<file path="src/rtl/rv_pkg.sv">
// rv32i slice package: opcodes, function codes, instruction formats, issue/decode/result records
package rv_pkg;

    typedef logic [31:0] xlen_t;     // data or address word
    typedef logic [4:0]  reg_addr_t; // architectural register index

    // base opcodes kept by the slice
    localparam logic [6:0] OPC_OP_IMM = 7'b0010011;
    localparam logic [6:0] OPC_OP     = 7'b0110011;
    localparam logic [6:0] OPC_LUI    = 7'b0110111;
    localparam logic [6:0] OPC_AUIPC  = 7'b0010111;
    localparam logic [6:0] OPC_BRANCH = 7'b1100011;
    localparam logic [6:0] OPC_JAL    = 7'b1101111;
    localparam logic [6:0] OPC_JALR   = 7'b1100111;

    localparam logic [2:0] F3_ADD_SUB = 3'b000;
    localparam logic [2:0] F3_SLL     = 3'b001;
    localparam logic [2:0] F3_SLT     = 3'b010;
    localparam logic [2:0] F3_SLTU    = 3'b011;
    localparam logic [2:0] F3_XOR     = 3'b100;
    localparam logic [2:0] F3_SR      = 3'b101; // srl / sra
    localparam logic [2:0] F3_OR      = 3'b110;
    localparam logic [2:0] F3_AND     = 3'b111;

    localparam logic [2:0] F3_BEQ     = 3'b000;
    localparam logic [2:0] F3_BNE     = 3'b001;
    localparam logic [2:0] F3_BLT     = 3'b100;
    localparam logic [2:0] F3_BGE     = 3'b101;
    localparam logic [2:0] F3_BLTU    = 3'b110;
    localparam logic [2:0] F3_BGEU    = 3'b111;

    localparam logic [6:0] F7_ALT     = 7'b0100000; // sub / sra

    typedef struct packed {
        logic [6:0] funct7;
        reg_addr_t  rs2;
        reg_addr_t  rs1;
        logic [2:0] funct3;
        reg_addr_t  rd;
        logic [6:0] opcode;
    } r_fmt_t;

    typedef struct packed {
        logic [11:0] imm_11_0;
        reg_addr_t   rs1;
        logic [2:0]  funct3;
        reg_addr_t   rd;
        logic [6:0]  opcode;
    } i_fmt_t;

    typedef struct packed {
        logic [6:0] imm_11_5;
        reg_addr_t  rs2;
        reg_addr_t  rs1;
        logic [2:0] funct3;
        logic [4:0] imm_4_0;
        logic [6:0] opcode;
    } s_fmt_t;

    typedef struct packed {
        logic       imm_12;
        logic [5:0] imm_10_5;
        reg_addr_t  rs2;
        reg_addr_t  rs1;
        logic [2:0] funct3;
        logic [3:0] imm_4_1;
        logic       imm_11;
        logic [6:0] opcode;
    } b_fmt_t;

    typedef struct packed {
        logic [19:0] imm_31_12;
        reg_addr_t   rd;
        logic [6:0]  opcode;
    } u_fmt_t;

    typedef struct packed {
        logic       imm_20;
        logic [9:0] imm_10_1;
        logic       imm_11;
        logic [7:0] imm_19_12;
        reg_addr_t  rd;
        logic [6:0] opcode;
    } j_fmt_t;

    // one instruction word, six views
    typedef union packed {
        r_fmt_t r_fmt;
        i_fmt_t i_fmt;
        s_fmt_t s_fmt;
        b_fmt_t b_fmt;
        u_fmt_t u_fmt;
        j_fmt_t j_fmt;
    } instr_u;

    typedef enum logic [3:0] {
        ALU_ADD, ALU_SUB, ALU_SLL, ALU_SLT, ALU_SLTU, ALU_XOR,
        ALU_SRL, ALU_SRA, ALU_OR, ALU_AND, ALU_PASS_B
    } alu_op_e;

    typedef struct packed {
        xlen_t  pc;
        instr_u instr;
    } issue_t;

    typedef struct packed {
        xlen_t      pc;
        xlen_t      op_a;      // alu operands
        xlen_t      op_b;
        xlen_t      cmp_a;     // branch compare operands
        xlen_t      cmp_b;
        xlen_t      jump_base; // pc or rs1
        xlen_t      imm;       // target offset
        alu_op_e    alu_op;
        logic [2:0] funct3;
        reg_addr_t  rd;
        logic       we;
        logic       is_branch;
        logic       is_jump;
        logic       illegal;
    } dec_op_t;

    typedef struct packed {
        xlen_t     pc;
        reg_addr_t rd;
        logic      we;
        xlen_t     wdata;
        logic      taken;
        xlen_t     next_pc;
        logic      illegal;
    } result_t;

endpackage

</file>
<file path="src/rtl/rv_regfile.sv">
// architectural register file: x0 hardwired to zero, two async read ports, one write port
`timescale 1ns/10ps
module rv_regfile #(
    parameter int REG_COUNT = 32
) (
    input  logic              clk,
    input  logic              reset_i,
    input  rv_pkg::reg_addr_t raddr_a_i,
    input  rv_pkg::reg_addr_t raddr_b_i,
    output rv_pkg::xlen_t     rdata_a_o,
    output rv_pkg::xlen_t     rdata_b_o,
    input  logic              we_i,
    input  rv_pkg::reg_addr_t waddr_i,
    input  rv_pkg::xlen_t     wdata_i
);
    import rv_pkg::*;

    xlen_t regs [REG_COUNT];

    always_ff @(posedge clk) begin
        if (reset_i) begin
            for (int i = 0; i < REG_COUNT; i++) begin
                regs[i] <= '0;
            end
        end else if (we_i && waddr_i != '0 && int'(waddr_i) < REG_COUNT) begin
            regs[waddr_i] <= wdata_i; // x0 and out-of-range writes dropped
        end
    end

    // out-of-range index reads zero, decode flags it illegal anyway
    assign rdata_a_o = (raddr_a_i == '0 || int'(raddr_a_i) >= REG_COUNT) ? '0 : regs[raddr_a_i];
    assign rdata_b_o = (raddr_b_i == '0 || int'(raddr_b_i) >= REG_COUNT) ? '0 : regs[raddr_b_i];

endmodule

</file>
<file path="src/rtl/rv_decode.sv">
// decode stage: format decode, immediates, operand read with forwarding, decoded-op register
`timescale 1ns/10ps
module rv_decode #(
    parameter int REG_COUNT = 32
) (
    input  logic              clk,
    input  logic              reset_i,
    input  logic              in_valid_i,
    output logic              in_ready_o,
    input  rv_pkg::issue_t    in_i,
    output rv_pkg::reg_addr_t raddr_a_o,
    output rv_pkg::reg_addr_t raddr_b_o,
    input  rv_pkg::xlen_t     rdata_a_i,
    input  rv_pkg::xlen_t     rdata_b_i,
    input  rv_pkg::result_t   fwd_i,
    input  logic              advance_i,
    output logic              op_valid_o,
    output rv_pkg::dec_op_t   op_o
);
    import rv_pkg::*;

    instr_u    ins;
    reg_addr_t rs1, rs2, rd;
    xlen_t     imm_i, imm_b, imm_u, imm_j;
    xlen_t     rs1_val, rs2_val;
    logic      legal, use_rs1, use_rs2, use_rd, bad_reg;
    dec_op_t   dec_d, dec_q;
    logic      valid_q;

    function automatic alu_op_e alu_of(logic [2:0] f3, logic alt);
        alu_op_e op;
        case (f3)
            F3_ADD_SUB: op = alt ? ALU_SUB : ALU_ADD;
            F3_SLL:     op = ALU_SLL;
            F3_SLT:     op = ALU_SLT;
            F3_SLTU:    op = ALU_SLTU;
            F3_XOR:     op = ALU_XOR;
            F3_SR:      op = alt ? ALU_SRA : ALU_SRL;
            F3_OR:      op = ALU_OR;
            F3_AND:     op = ALU_AND;
            default:    op = ALU_PASS_B;
        endcase
        return op;
    endfunction

    assign ins = in_i.instr;
    assign rs1 = ins.r_fmt.rs1;
    assign rs2 = ins.r_fmt.rs2;
    assign rd  = ins.r_fmt.rd;

    assign imm_i = {{20{ins.i_fmt.imm_11_0[11]}}, ins.i_fmt.imm_11_0};
    assign imm_b = {{19{ins.b_fmt.imm_12}}, ins.b_fmt.imm_12, ins.b_fmt.imm_11,
                    ins.b_fmt.imm_10_5, ins.b_fmt.imm_4_1, 1'b0};
    assign imm_u = {ins.u_fmt.imm_31_12, 12'b0};
    assign imm_j = {{11{ins.j_fmt.imm_20}}, ins.j_fmt.imm_20, ins.j_fmt.imm_19_12,
                    ins.j_fmt.imm_11, ins.j_fmt.imm_10_1, 1'b0};

    assign raddr_a_o = rs1;
    assign raddr_b_o = rs2;

    // bypass from the op now in the decoded-op register
    assign rs1_val = (fwd_i.we && fwd_i.rd == rs1 && rs1 != '0) ? fwd_i.wdata : rdata_a_i;
    assign rs2_val = (fwd_i.we && fwd_i.rd == rs2 && rs2 != '0) ? fwd_i.wdata : rdata_b_i;

    always_comb begin
        dec_d        = '0;
        dec_d.pc     = in_i.pc;
        dec_d.funct3 = ins.r_fmt.funct3;
        dec_d.rd     = rd;
        dec_d.alu_op = ALU_PASS_B; // op_b stays zero, so wdata is zero
        dec_d.cmp_a  = rs1_val;
        dec_d.cmp_b  = rs2_val;
        legal        = 1'b0;
        use_rs1      = 1'b0;
        use_rs2      = 1'b0;
        use_rd       = 1'b0;
        case (ins.r_fmt.opcode)
            OPC_OP_IMM: begin
                use_rs1 = 1'b1;
                use_rd  = 1'b1;
                dec_d.op_a = rs1_val;
                dec_d.op_b = imm_i;        // shifts use the low five bits
                if (ins.i_fmt.funct3 == F3_SLL) begin
                    legal = ins.r_fmt.funct7 == 7'b0;
                end else if (ins.i_fmt.funct3 == F3_SR) begin
                    legal = ins.r_fmt.funct7 == 7'b0 || ins.r_fmt.funct7 == F7_ALT;
                end else begin
                    legal = 1'b1;
                end
                dec_d.alu_op = alu_of(ins.i_fmt.funct3,
                                      ins.i_fmt.funct3 == F3_SR && ins.r_fmt.funct7 == F7_ALT);
            end
            OPC_OP: begin
                use_rs1 = 1'b1;
                use_rs2 = 1'b1;
                use_rd  = 1'b1;
                dec_d.op_a = rs1_val;
                dec_d.op_b = rs2_val;
                legal = ins.r_fmt.funct7 == 7'b0 ||
                        (ins.r_fmt.funct7 == F7_ALT &&
                         (ins.r_fmt.funct3 == F3_ADD_SUB || ins.r_fmt.funct3 == F3_SR));
                dec_d.alu_op = alu_of(ins.r_fmt.funct3, ins.r_fmt.funct7 == F7_ALT);
            end
            OPC_LUI: begin
                use_rd = 1'b1;
                legal  = 1'b1;
                dec_d.op_a   = imm_u;
                dec_d.alu_op = ALU_ADD;     // op_b is zero
            end
            OPC_AUIPC: begin
                use_rd = 1'b1;
                legal  = 1'b1;
                dec_d.op_a   = in_i.pc;
                dec_d.op_b   = imm_u;
                dec_d.alu_op = ALU_ADD;
            end
            OPC_BRANCH: begin
                use_rs1 = 1'b1;
                use_rs2 = 1'b1;
                case (ins.b_fmt.funct3)
                    F3_BEQ, F3_BNE, F3_BLT, F3_BGE, F3_BLTU, F3_BGEU: legal = 1'b1;
                    default: legal = 1'b0;
                endcase
                dec_d.is_branch = 1'b1;
                dec_d.jump_base = in_i.pc;
                dec_d.imm       = imm_b;
            end
            OPC_JAL, OPC_JALR: begin
                use_rd = 1'b1;
                dec_d.op_a    = in_i.pc;    // link value pc + 4
                dec_d.op_b    = 32'd4;
                dec_d.alu_op  = ALU_ADD;
                dec_d.is_jump = 1'b1;
                if (ins.r_fmt.opcode == OPC_JAL) begin
                    legal = 1'b1;
                    dec_d.jump_base = in_i.pc;
                    dec_d.imm       = imm_j;
                end else begin
                    use_rs1 = 1'b1;
                    legal   = ins.i_fmt.funct3 == 3'b000;
                    dec_d.jump_base = rs1_val;
                    dec_d.imm       = imm_i;
                end
            end
            default: legal = 1'b0;
        endcase
        bad_reg = (use_rs1 && int'(rs1) >= REG_COUNT) ||
                  (use_rs2 && int'(rs2) >= REG_COUNT) ||
                  (use_rd && int'(rd) >= REG_COUNT);
        dec_d.illegal = !legal || bad_reg;
        if (dec_d.illegal) begin
            dec_d.is_branch = 1'b0;      // illegal op falls through to pc + 4
            dec_d.is_jump   = 1'b0;
        end
        dec_d.we = use_rd && !dec_d.illegal;
    end

    always_ff @(posedge clk) begin
        if (reset_i) begin
            valid_q <= 1'b0;
        end else if (advance_i) begin
            valid_q <= in_valid_i;
        end
    end

    always_ff @(posedge clk) begin
        if (advance_i && in_valid_i) begin
            dec_q <= dec_d;
        end
    end

    assign in_ready_o = advance_i; // accept whenever the op ahead moves on
    assign op_valid_o = valid_q;
    assign op_o       = dec_q;

endmodule

</file>
<file path="src/rtl/rv_execute.sv">
// execute stage: alu, branch comparator and target adder producing the result record
`timescale 1ns/10ps
module rv_execute (
    input  logic            op_valid_i,
    input  rv_pkg::dec_op_t op_i,
    output rv_pkg::result_t result_o
);
    import rv_pkg::*;

    xlen_t     alu_res;
    xlen_t     target;
    xlen_t     seq_pc;
    logic      cond;
    logic      taken;
    logic [4:0] shamt;

    assign shamt = op_i.op_b[4:0];

    always_comb begin
        case (op_i.alu_op)
            ALU_ADD:    alu_res = op_i.op_a + op_i.op_b;
            ALU_SUB:    alu_res = op_i.op_a - op_i.op_b;
            ALU_SLL:    alu_res = op_i.op_a << shamt;
            ALU_SLT:    alu_res = {31'b0, $signed(op_i.op_a) < $signed(op_i.op_b)};
            ALU_SLTU:   alu_res = {31'b0, op_i.op_a < op_i.op_b};
            ALU_XOR:    alu_res = op_i.op_a ^ op_i.op_b;
            ALU_SRL:    alu_res = op_i.op_a >> shamt;
            ALU_SRA:    alu_res = $signed(op_i.op_a) >>> shamt;
            ALU_OR:     alu_res = op_i.op_a | op_i.op_b;
            ALU_AND:    alu_res = op_i.op_a & op_i.op_b;
            default:    alu_res = op_i.op_b; // pass b
        endcase
    end

    always_comb begin
        case (op_i.funct3)
            F3_BEQ:  cond = op_i.cmp_a == op_i.cmp_b;
            F3_BNE:  cond = op_i.cmp_a != op_i.cmp_b;
            F3_BLT:  cond = $signed(op_i.cmp_a) < $signed(op_i.cmp_b);
            F3_BGE:  cond = $signed(op_i.cmp_a) >= $signed(op_i.cmp_b);
            F3_BLTU: cond = op_i.cmp_a < op_i.cmp_b;
            F3_BGEU: cond = op_i.cmp_a >= op_i.cmp_b;
            default: cond = 1'b0;
        endcase
    end

    // jalr needs bit 0 cleared, jal targets are even for any aligned pc
    assign target = (op_i.jump_base + op_i.imm) & ~{31'b0, op_i.is_jump};
    assign seq_pc = op_i.pc + 32'd4;
    assign taken  = (op_i.is_branch && cond) || op_i.is_jump;

    always_comb begin
        result_o.pc      = op_i.pc;
        result_o.rd      = op_i.rd;
        result_o.we      = op_valid_i && op_i.we; // no forwarding from an empty stage
        result_o.wdata   = alu_res;
        result_o.taken   = taken;
        result_o.next_pc = taken ? target : seq_pc;
        result_o.illegal = op_i.illegal;
    end

endmodule

</file>
<file path="src/rtl/rv_result.sv">
// result stage: output register, result handshake and register file write-back
`timescale 1ns/10ps
module rv_result (
    input  logic              clk,
    input  logic              reset_i,
    input  logic              op_valid_i,
    input  rv_pkg::result_t   result_i,
    output logic              advance_o,
    output logic              res_valid_o,
    input  logic              res_ready_i,
    output rv_pkg::result_t   res_o,
    output logic              rf_we_o,
    output rv_pkg::reg_addr_t rf_waddr_o,
    output rv_pkg::xlen_t     rf_wdata_o
);
    import rv_pkg::*;

    result_t res_q;
    logic    valid_q;
    logic    load;

    assign advance_o = !valid_q || res_ready_i; // empty or being emptied
    assign load      = advance_o && op_valid_i;

    always_ff @(posedge clk) begin
        if (reset_i) begin
            valid_q <= 1'b0;
        end else if (advance_o) begin
            valid_q <= op_valid_i;   // drops when taken with nothing behind
        end
    end

    always_ff @(posedge clk) begin
        if (load) begin
            res_q <= result_i;
        end
    end

    // write-back lands on the same edge as the output load
    assign rf_we_o    = load && result_i.we;
    assign rf_waddr_o = result_i.rd;
    assign rf_wdata_o = result_i.wdata;

    assign res_valid_o = valid_q;
    assign res_o       = res_q;

endmodule

</file>
<file path="src/rtl/rv_slice_top.sv">
// rv32i execution slice top: decode, register file, execute and result stages
`timescale 1ns/10ps
module rv_slice_top #(
    parameter int REG_COUNT = 32   // 16 for rv32e
) (
    input  logic            clk,
    input  logic            reset_i,
    input  logic            in_valid_i,
    output logic            in_ready_o,
    input  rv_pkg::issue_t  in_i,
    output logic            res_valid_o,
    input  logic            res_ready_i,
    output rv_pkg::result_t res_o
);
    import rv_pkg::*;

    reg_addr_t raddr_a, raddr_b;
    xlen_t     rdata_a, rdata_b;
    logic      op_valid;
    dec_op_t   dec_op;
    result_t   exe_res;
    logic      advance;
    logic      rf_we;
    reg_addr_t rf_waddr;
    xlen_t     rf_wdata;

    rv_decode #(
        .REG_COUNT (REG_COUNT)
    ) u_decode (
        .clk        (clk),
        .reset_i    (reset_i),
        .in_valid_i (in_valid_i),
        .in_ready_o (in_ready_o),
        .in_i       (in_i),
        .raddr_a_o  (raddr_a),
        .raddr_b_o  (raddr_b),
        .rdata_a_i  (rdata_a),
        .rdata_b_i  (rdata_b),
        .fwd_i      (exe_res),
        .advance_i  (advance),
        .op_valid_o (op_valid),
        .op_o       (dec_op)
    );

    rv_regfile #(
        .REG_COUNT (REG_COUNT)
    ) u_regfile (
        .clk       (clk),
        .reset_i   (reset_i),
        .raddr_a_i (raddr_a),
        .raddr_b_i (raddr_b),
        .rdata_a_o (rdata_a),
        .rdata_b_o (rdata_b),
        .we_i      (rf_we),
        .waddr_i   (rf_waddr),
        .wdata_i   (rf_wdata)
    );

    rv_execute u_execute (
        .op_valid_i (op_valid),
        .op_i       (dec_op),
        .result_o   (exe_res)
    );

    rv_result u_result (
        .clk         (clk),
        .reset_i     (reset_i),
        .op_valid_i  (op_valid),
        .result_i    (exe_res),
        .advance_o   (advance),
        .res_valid_o (res_valid_o),
        .res_ready_i (res_ready_i),
        .res_o       (res_o),
        .rf_we_o     (rf_we),
        .rf_waddr_o  (rf_waddr),
        .rf_wdata_o  (rf_wdata)
    );

endmodule

</file>
<file path="config.mk">
export PLATFORM = sky130hd
export DESIGN_NAME = rv_slice_top
export DESIGN_NICKNAME = d
export VERILOG_FILES = /design/src/rtl/rv_pkg.sv /design/src/rtl/rv_regfile.sv /design/src/rtl/rv_decode.sv /design/src/rtl/rv_execute.sv /design/src/rtl/rv_result.sv /design/src/rtl/rv_slice_top.sv
export SDC_FILE = /design/constraint.sdc
export NUM_CORES = 2
export LEC_CHECK = 0
export ABC_AREA = 1
export BUFFER_PORTS_ARGS = -buffer_cell sky130_fd_sc_hd__buf_2
export CAP_MARGIN = 20
export CORE_ASPECT_RATIO = 0.6
export CORE_MARGIN = 1
export CORE_UTILIZATION = 28
export CTS_BUF_LIST = sky130_fd_sc_hd__clkbuf_8
export CTS_CLUSTER_SIZE = 20
export DETAILED_ROUTE_END_ITERATION = 10
export PLACE_DENSITY_LB_ADDON = 0.3
export SLEW_MARGIN = 25
export SYNTH_ARGS = -nofsm -noshare
export SYNTH_HDL_FRONTEND = slang
export SYNTH_SLANG_ARGS = --single-unit
</file>
<file path="constraint.sdc">
create_clock -name clk -period 8.7 [get_ports clk]
set_input_delay 1.74 -clock clk [delete_from_list [all_inputs] [get_ports clk]]
set_output_delay 1.74 -clock clk [all_outputs]
set_load 0.005 [all_outputs]
</file>
Word-level counts from Yosys, hierarchy flattened
Memories as Yosys holds them, arrays and structs flattened.
Cells that the tools add are included.
Widths: inputs -> output; s select.
- flip-flop bits (word level): 346
- bits in writable memories: 1024
- bits of input ports: 68
- output and inout bits: 106
- word-level logic and storage cells: 146
- memories: 1
- add/subtract/negate cells: 4
- magnitude comparators: 6
- equality and inequality tests: 33
- shift operators: 3
- muxes and demuxes: 34
- bitwise operators: 5
- reduce and logical (&&, ||, !) cells: 37
- memories (memory ; depth ; width ; read ports ; clocked after Yosys merged registers in ; wr ports ; RTL line ; text):
    u_regfile.regs ; 32 ; 32 ; 2 ; 0 ; 32 ; rv_regfile.sv:18 ; xlen_t regs [REG_COUNT];
- operators by type and width (cell ; count):
    $pmux 32 s10 ; 1
    $mux 32 ; 6
    $lt 32x32->1 ; 4
    $pmux 32 s4 ; 1
    $pmux 64 s2 ; 1
    $pmux 32 s3 ; 1
    $add 32x32->32 ; 2
    $and 32x32->32 ; 2
    $ge 32x32->1 ; 2
    $mux 64 ; 1
    $pmux 4 s8 ; 2
    $add 32x3->32 const B ; 1
    $eq 32x32->1 ; 1
    $ne 32x32->1 ; 1
    $not 1->32 ; 1
    $or 32x32->32 ; 1
    $reduce_or 32->1 ; 1
    $shl 32x5->32 ; 1
    $shr 32x5->32 ; 1
    $sshr 32x5->32 ; 1
    $sub 32x32->32 ; 1
    $xor 32x32->32 ; 1
    $eq 3x3->1 const B ; 8
    $eq 7x6->1 const B ; 3
    other kinds (26) ; 77

Longest topological paths before layout
- depth after elaboration: 10
- depth in mapped cells: 23
- depth with buffers taken out: 21

By module
A second synthesis with hierarchy kept.
- cells, all modules: 11056
- area total of the unflattened synthesis: 84240.8 µm²
- modules (own cells, without submodules) (module ; times used ; cells an instance ; area each (µm²) ; sequential area each (µm²)):
    rv_regfile ; 1 ; 7252 ; 56525.5 ; 30749.5
    rv_execute ; 1 ; 2508 ; 13226.4 ; 0.0
    rv_decode ; 1 ; 1146 ; 11029.3 ; 6896.6
    rv_result ; 1 ; 150 ; 3459.6 ; 3143.0

Worst setup path before layout
Ideal clock, no wire load.
- kind: input to register
- start: input port res_ready_i
- end: register u_decode.dec_q, in the netlist u_decode.op_o[0] (enable)
- library setup time: 581 ps
- arrival time: 6389 ps
- required time: 8119 ps
- slack: 1730 ps
- stages on the path: 4
- path buffers: 0
- cell sequence: nor2_1 > inv_1 > nand2_1 > inv_1
- word-level cells in the longest chain between the ends: 2
- RTL lines (element ; RTL line ; text):
    start, declared ; rv_slice_top.sv:12 ; input logic res_ready_i,
    $logic_or 1x1->1 ; rv_result.sv:22 ; assign advance_o = !valid_q || res_ready_i;
    named net in_ready_o ; rv_slice_top.sv:9 ; output logic in_ready_o,
    $logic_and 1x1->1 ; rv_decode.sv:167 ; if (advance_i && in_valid_i) begin
    end signal, assigned ; rv_decode.sv:168 ; dec_q <= dec_d;
    end, declared ; rv_decode.sv:27 ; dec_op_t dec_d, dec_q;
The timed path passes the listed nets, and every way through them passes these cells.
A chain may end at the register's enable or synchronous reset.

==> results.toml <==
[outcome]
outcome = "finished clean"

[floorplanning]
die-area_mm2 = 0.2969
io_pins = 174
die_w_um = 702.7
die_h_um = 422.4
fp.coreArea_mm2 = 0.2914
start_util_pct = 28.31
num_rows = 153

[clocking]
clk_latency_ps = 1060
clk_path_buf_depth = 4
clkTransAtPathRegs_ps = 70
ctsHoldBuffers = 0
numCtsBuffers = 211
clock-root-buffer = "clkbuf_8"
cts.sinks = 1359
h-tree-depth = 4
cts_tree = "built"
ctsResizeCount = 0
post_cts_buffers = 0

[setup_path]
start_kind = "flop"
cp_slowest_cell = "nand3_1"
crit_type = "flop to flop"
cp.required_ps = 9380
crit_chain = "buf_4 > inv_2 > buf_4 > ha_1 > nand2_1 > nand3_1 > nand3_1 > nand2_1 > nand2_1 > nand2_1 > nand3_1 > nand2_1 > nand2_1 > nand3_1 > nand3_1 > nand2_1 > buf_4 > nor2_1"
cp.arrival_ps = 6240
path_max_fanout = 67
crit_path_max_incr_delay_ps = 640
endpoint_kind = "flop"
crit_top_cell = "nand2_1"

[logic_synthesis]
synth.most_common_cell = "nand2_1"
synth.avg_cell_area_um2 = 8.061
synth.distinct_cells = 65
syn-cell-area_mm2 = 0.08249
yosysTopAreaCellShare_pct = 49.40
async_reset_ff_share_pct = 0
seq_area_frac_synth_pct = 49.45
ys_seq_elements = 1359
synth_edf_count = 1357
synth.top_cells.by_area = "edfxtp_1, nand2_1, o21ai_0, nor2_1, nand3_1"
synth_top_flop_cell = "edfxtp_1"
ys_warn_count = 0
synthCells = 10230
synth_common_cells = "nand2_1, nor2_1, edfxtp_1, o21ai_0, inv_1"
synth_top_area_cell = "edfxtp_1"

[timing]
slew_violations = 0
max-slew-margin-rel_pct = 22.33
fin_crit_sh_pct = 63.92
clock.fmax_mhz = 179.8
worst_pin_slew_ps = 1161
finalHoldViolCount = 0
rsz0062_at_grt = "false"
fin_skew_ps = 170.2
setup_tns_ps = 0
fin_crit_ps = 5561
report.final.setup_viol = 0

[route]
drt.antenna.violating_nets = 0
wire_per_inst_um = 27.01
dr_total_vias = 78770
drc = 0
drt_wl_total_mm = 380.9
first_iter_violations = 14570
drt_first_pass_iters = 8
viasPerCell = 5.585

[run]
cap_violations = 0

[grt]
grt_pass1_vias = 67740
grt_pass1_wl_mm = 528.1
antenna_found_initial = 20
grt-ovfl-total = 0
grt_start_max_net_pins = 166
grt_usage_pct = 24.57

[place]
dp_cells = 13730
portBuffers = 173
dp_hpwl_mm = 263.1
post_dp_cell_area_mm2 = 0.08656
gp_congestion = 1.109

[final_layout]
drive_above_1_share_pct = 7.239
fin_util_pct = 31.01
nets = 10300
design_area_mm2 = 0.09034
stdcell_count = 14100
fill_cells = 30910
area_delta_synth_final_pct = 9.519

[power_and_ir_drop]
p_total_uw = 15660
p_leak_uw = 0.03570
power-per-cell-area_mw_per_mm2 = 173.3
peakVddDrop_mv = 0.1105

[worst_hold_path]
hold_class = "flop to flop"
==> cells by family (layout without fill, tap and decap cells) <==
| group | after synthesis | after routing | share of synthesized area, % |
|---|---|---|---|
| AND/OR/NAND/NOR | 4396 | 4396 | 22.17 |
| AO/OA/AOI/OAI | 2466 | 2466 | 16.27 |
| buffers and inverters | 1783 | 1741 | 8.899 |
| flip-flops | 1359 | 1359 | 49.45 |
| adder cells (fa/ha/maj) | 167 | 167 | 2.560 |
| XOR/XNOR | 61 | 61 | 0.6477 |
| other | 1 | 38 | 0.004546 |
==> sequential cells by signal, indices dropped and copies added (netlist names) <==
register / count
u_regfile.regs: 1024
u_decode.op_valid_o: 1
u_result.res_valid_o: 1
u_result.res_o: 104
u_decode.op_o: 229
==> critical path, delay by kind of cell (launching register included) <==
kind / cells / cell delay, ps
and+or+nand+nor: 13 / 2380
buffers and inverters: 4 / 1900
adders and majority gates: 1 / 450
DFF: 1 / 320
==> per-layer routing <==
layer	GRT usage (%)	routed length, um
met5	0.5161	315
met2	28.91	133100
met1	37.99	168700
met4	5.379	9048
met3	12.53	69820
==> through the flow <==
step / hold slack, ps / setup slack (ps)
2_1_floorplan: 400.3 / 1730
3_3_place_gp: 423.0 / 2658
3_5_place_dp: 421.5 / 2974
4_1_cts: 438.7 / 3481
5_1_grt: 443.9 / 2916
6_report: 431.8 / 3139
==> power breakdown <==
group	switching, uW	internal (uW)
Clock	2930	2480
Sequential	183	7490
Combinational	1990	588
==> final timing paths <==
| path | slack (ps) | start | end | cells past startpoint |
|---|---|---|---|---|
| setup / recovery | 3140 | u_decode.op_o[145] | u_regfile.regs[30][31] | 18 |
| hold / removal | 430 | u_decode.op_o[0] | u_result.res_o[0] | 0 |
| setup reg to reg | 3140 | u_decode.op_o[145] | u_regfile.regs[30][31] | 18 |
| hold reg to reg | 430 | u_decode.op_o[0] | u_result.res_o[0] | 0 |
==> cell usage in the layout, fill, tap and decap left out, types with 8 or more instances in the layout <==
| cell | count |
|---|---|
| nand2_1 | 1679 |
| nor2_1 | 1503 |
| edfxtp_1 | 1357 |
| o21ai_0 | 1154 |
| inv_1 | 1049 |
| nand3_1 | 966 |
| a21oi_1 | 840 |
| o211ai_1 | 303 |
| clkbuf_8 | 213 |
| buf_4 | 173 |
| buf_2 | 166 |
| ha_1 | 164 |
| nand4_1 | 69 |
| clkinv_1 | 60 |
| o22ai_1 | 58 |
| nand2_2 | 55 |
| nor3_1 | 54 |
| xor2_1 | 41 |
| conb_1 | 32 |
| clkinv_2 | 21 |
| xnor2_1 | 20 |
| inv_2 | 19 |
| o21ai_1 | 19 |
| a22oi_1 | 16 |
| nor2_2 | 14 |
| o21bai_1 | 12 |
| buf_12 | 12 |
| a211oi_1 | 10 |
| a31oi_1 | 9 |
| nand3_2 | 8 |
| nor2_4 | 8 |
| o2111ai_1 | 8 |
| o221ai_1 | 8 |
| a21o_1 | 8 |
==> area by class of cell <==
type	count	area [um2]	area share, %
inverters	1018	3857	4.270
diodes	6	15.01	0.01662
multi-input cells	7122	34630	38.33
repair buffers	356	2441	2.702
clock inverters	154	834.6	0.9238
well taps	3875	4848	5.367
flip-flops and latches	1359	40790	45.15
clock buffers	213	2932	3.245
Power figures use the tool's default switching activity.
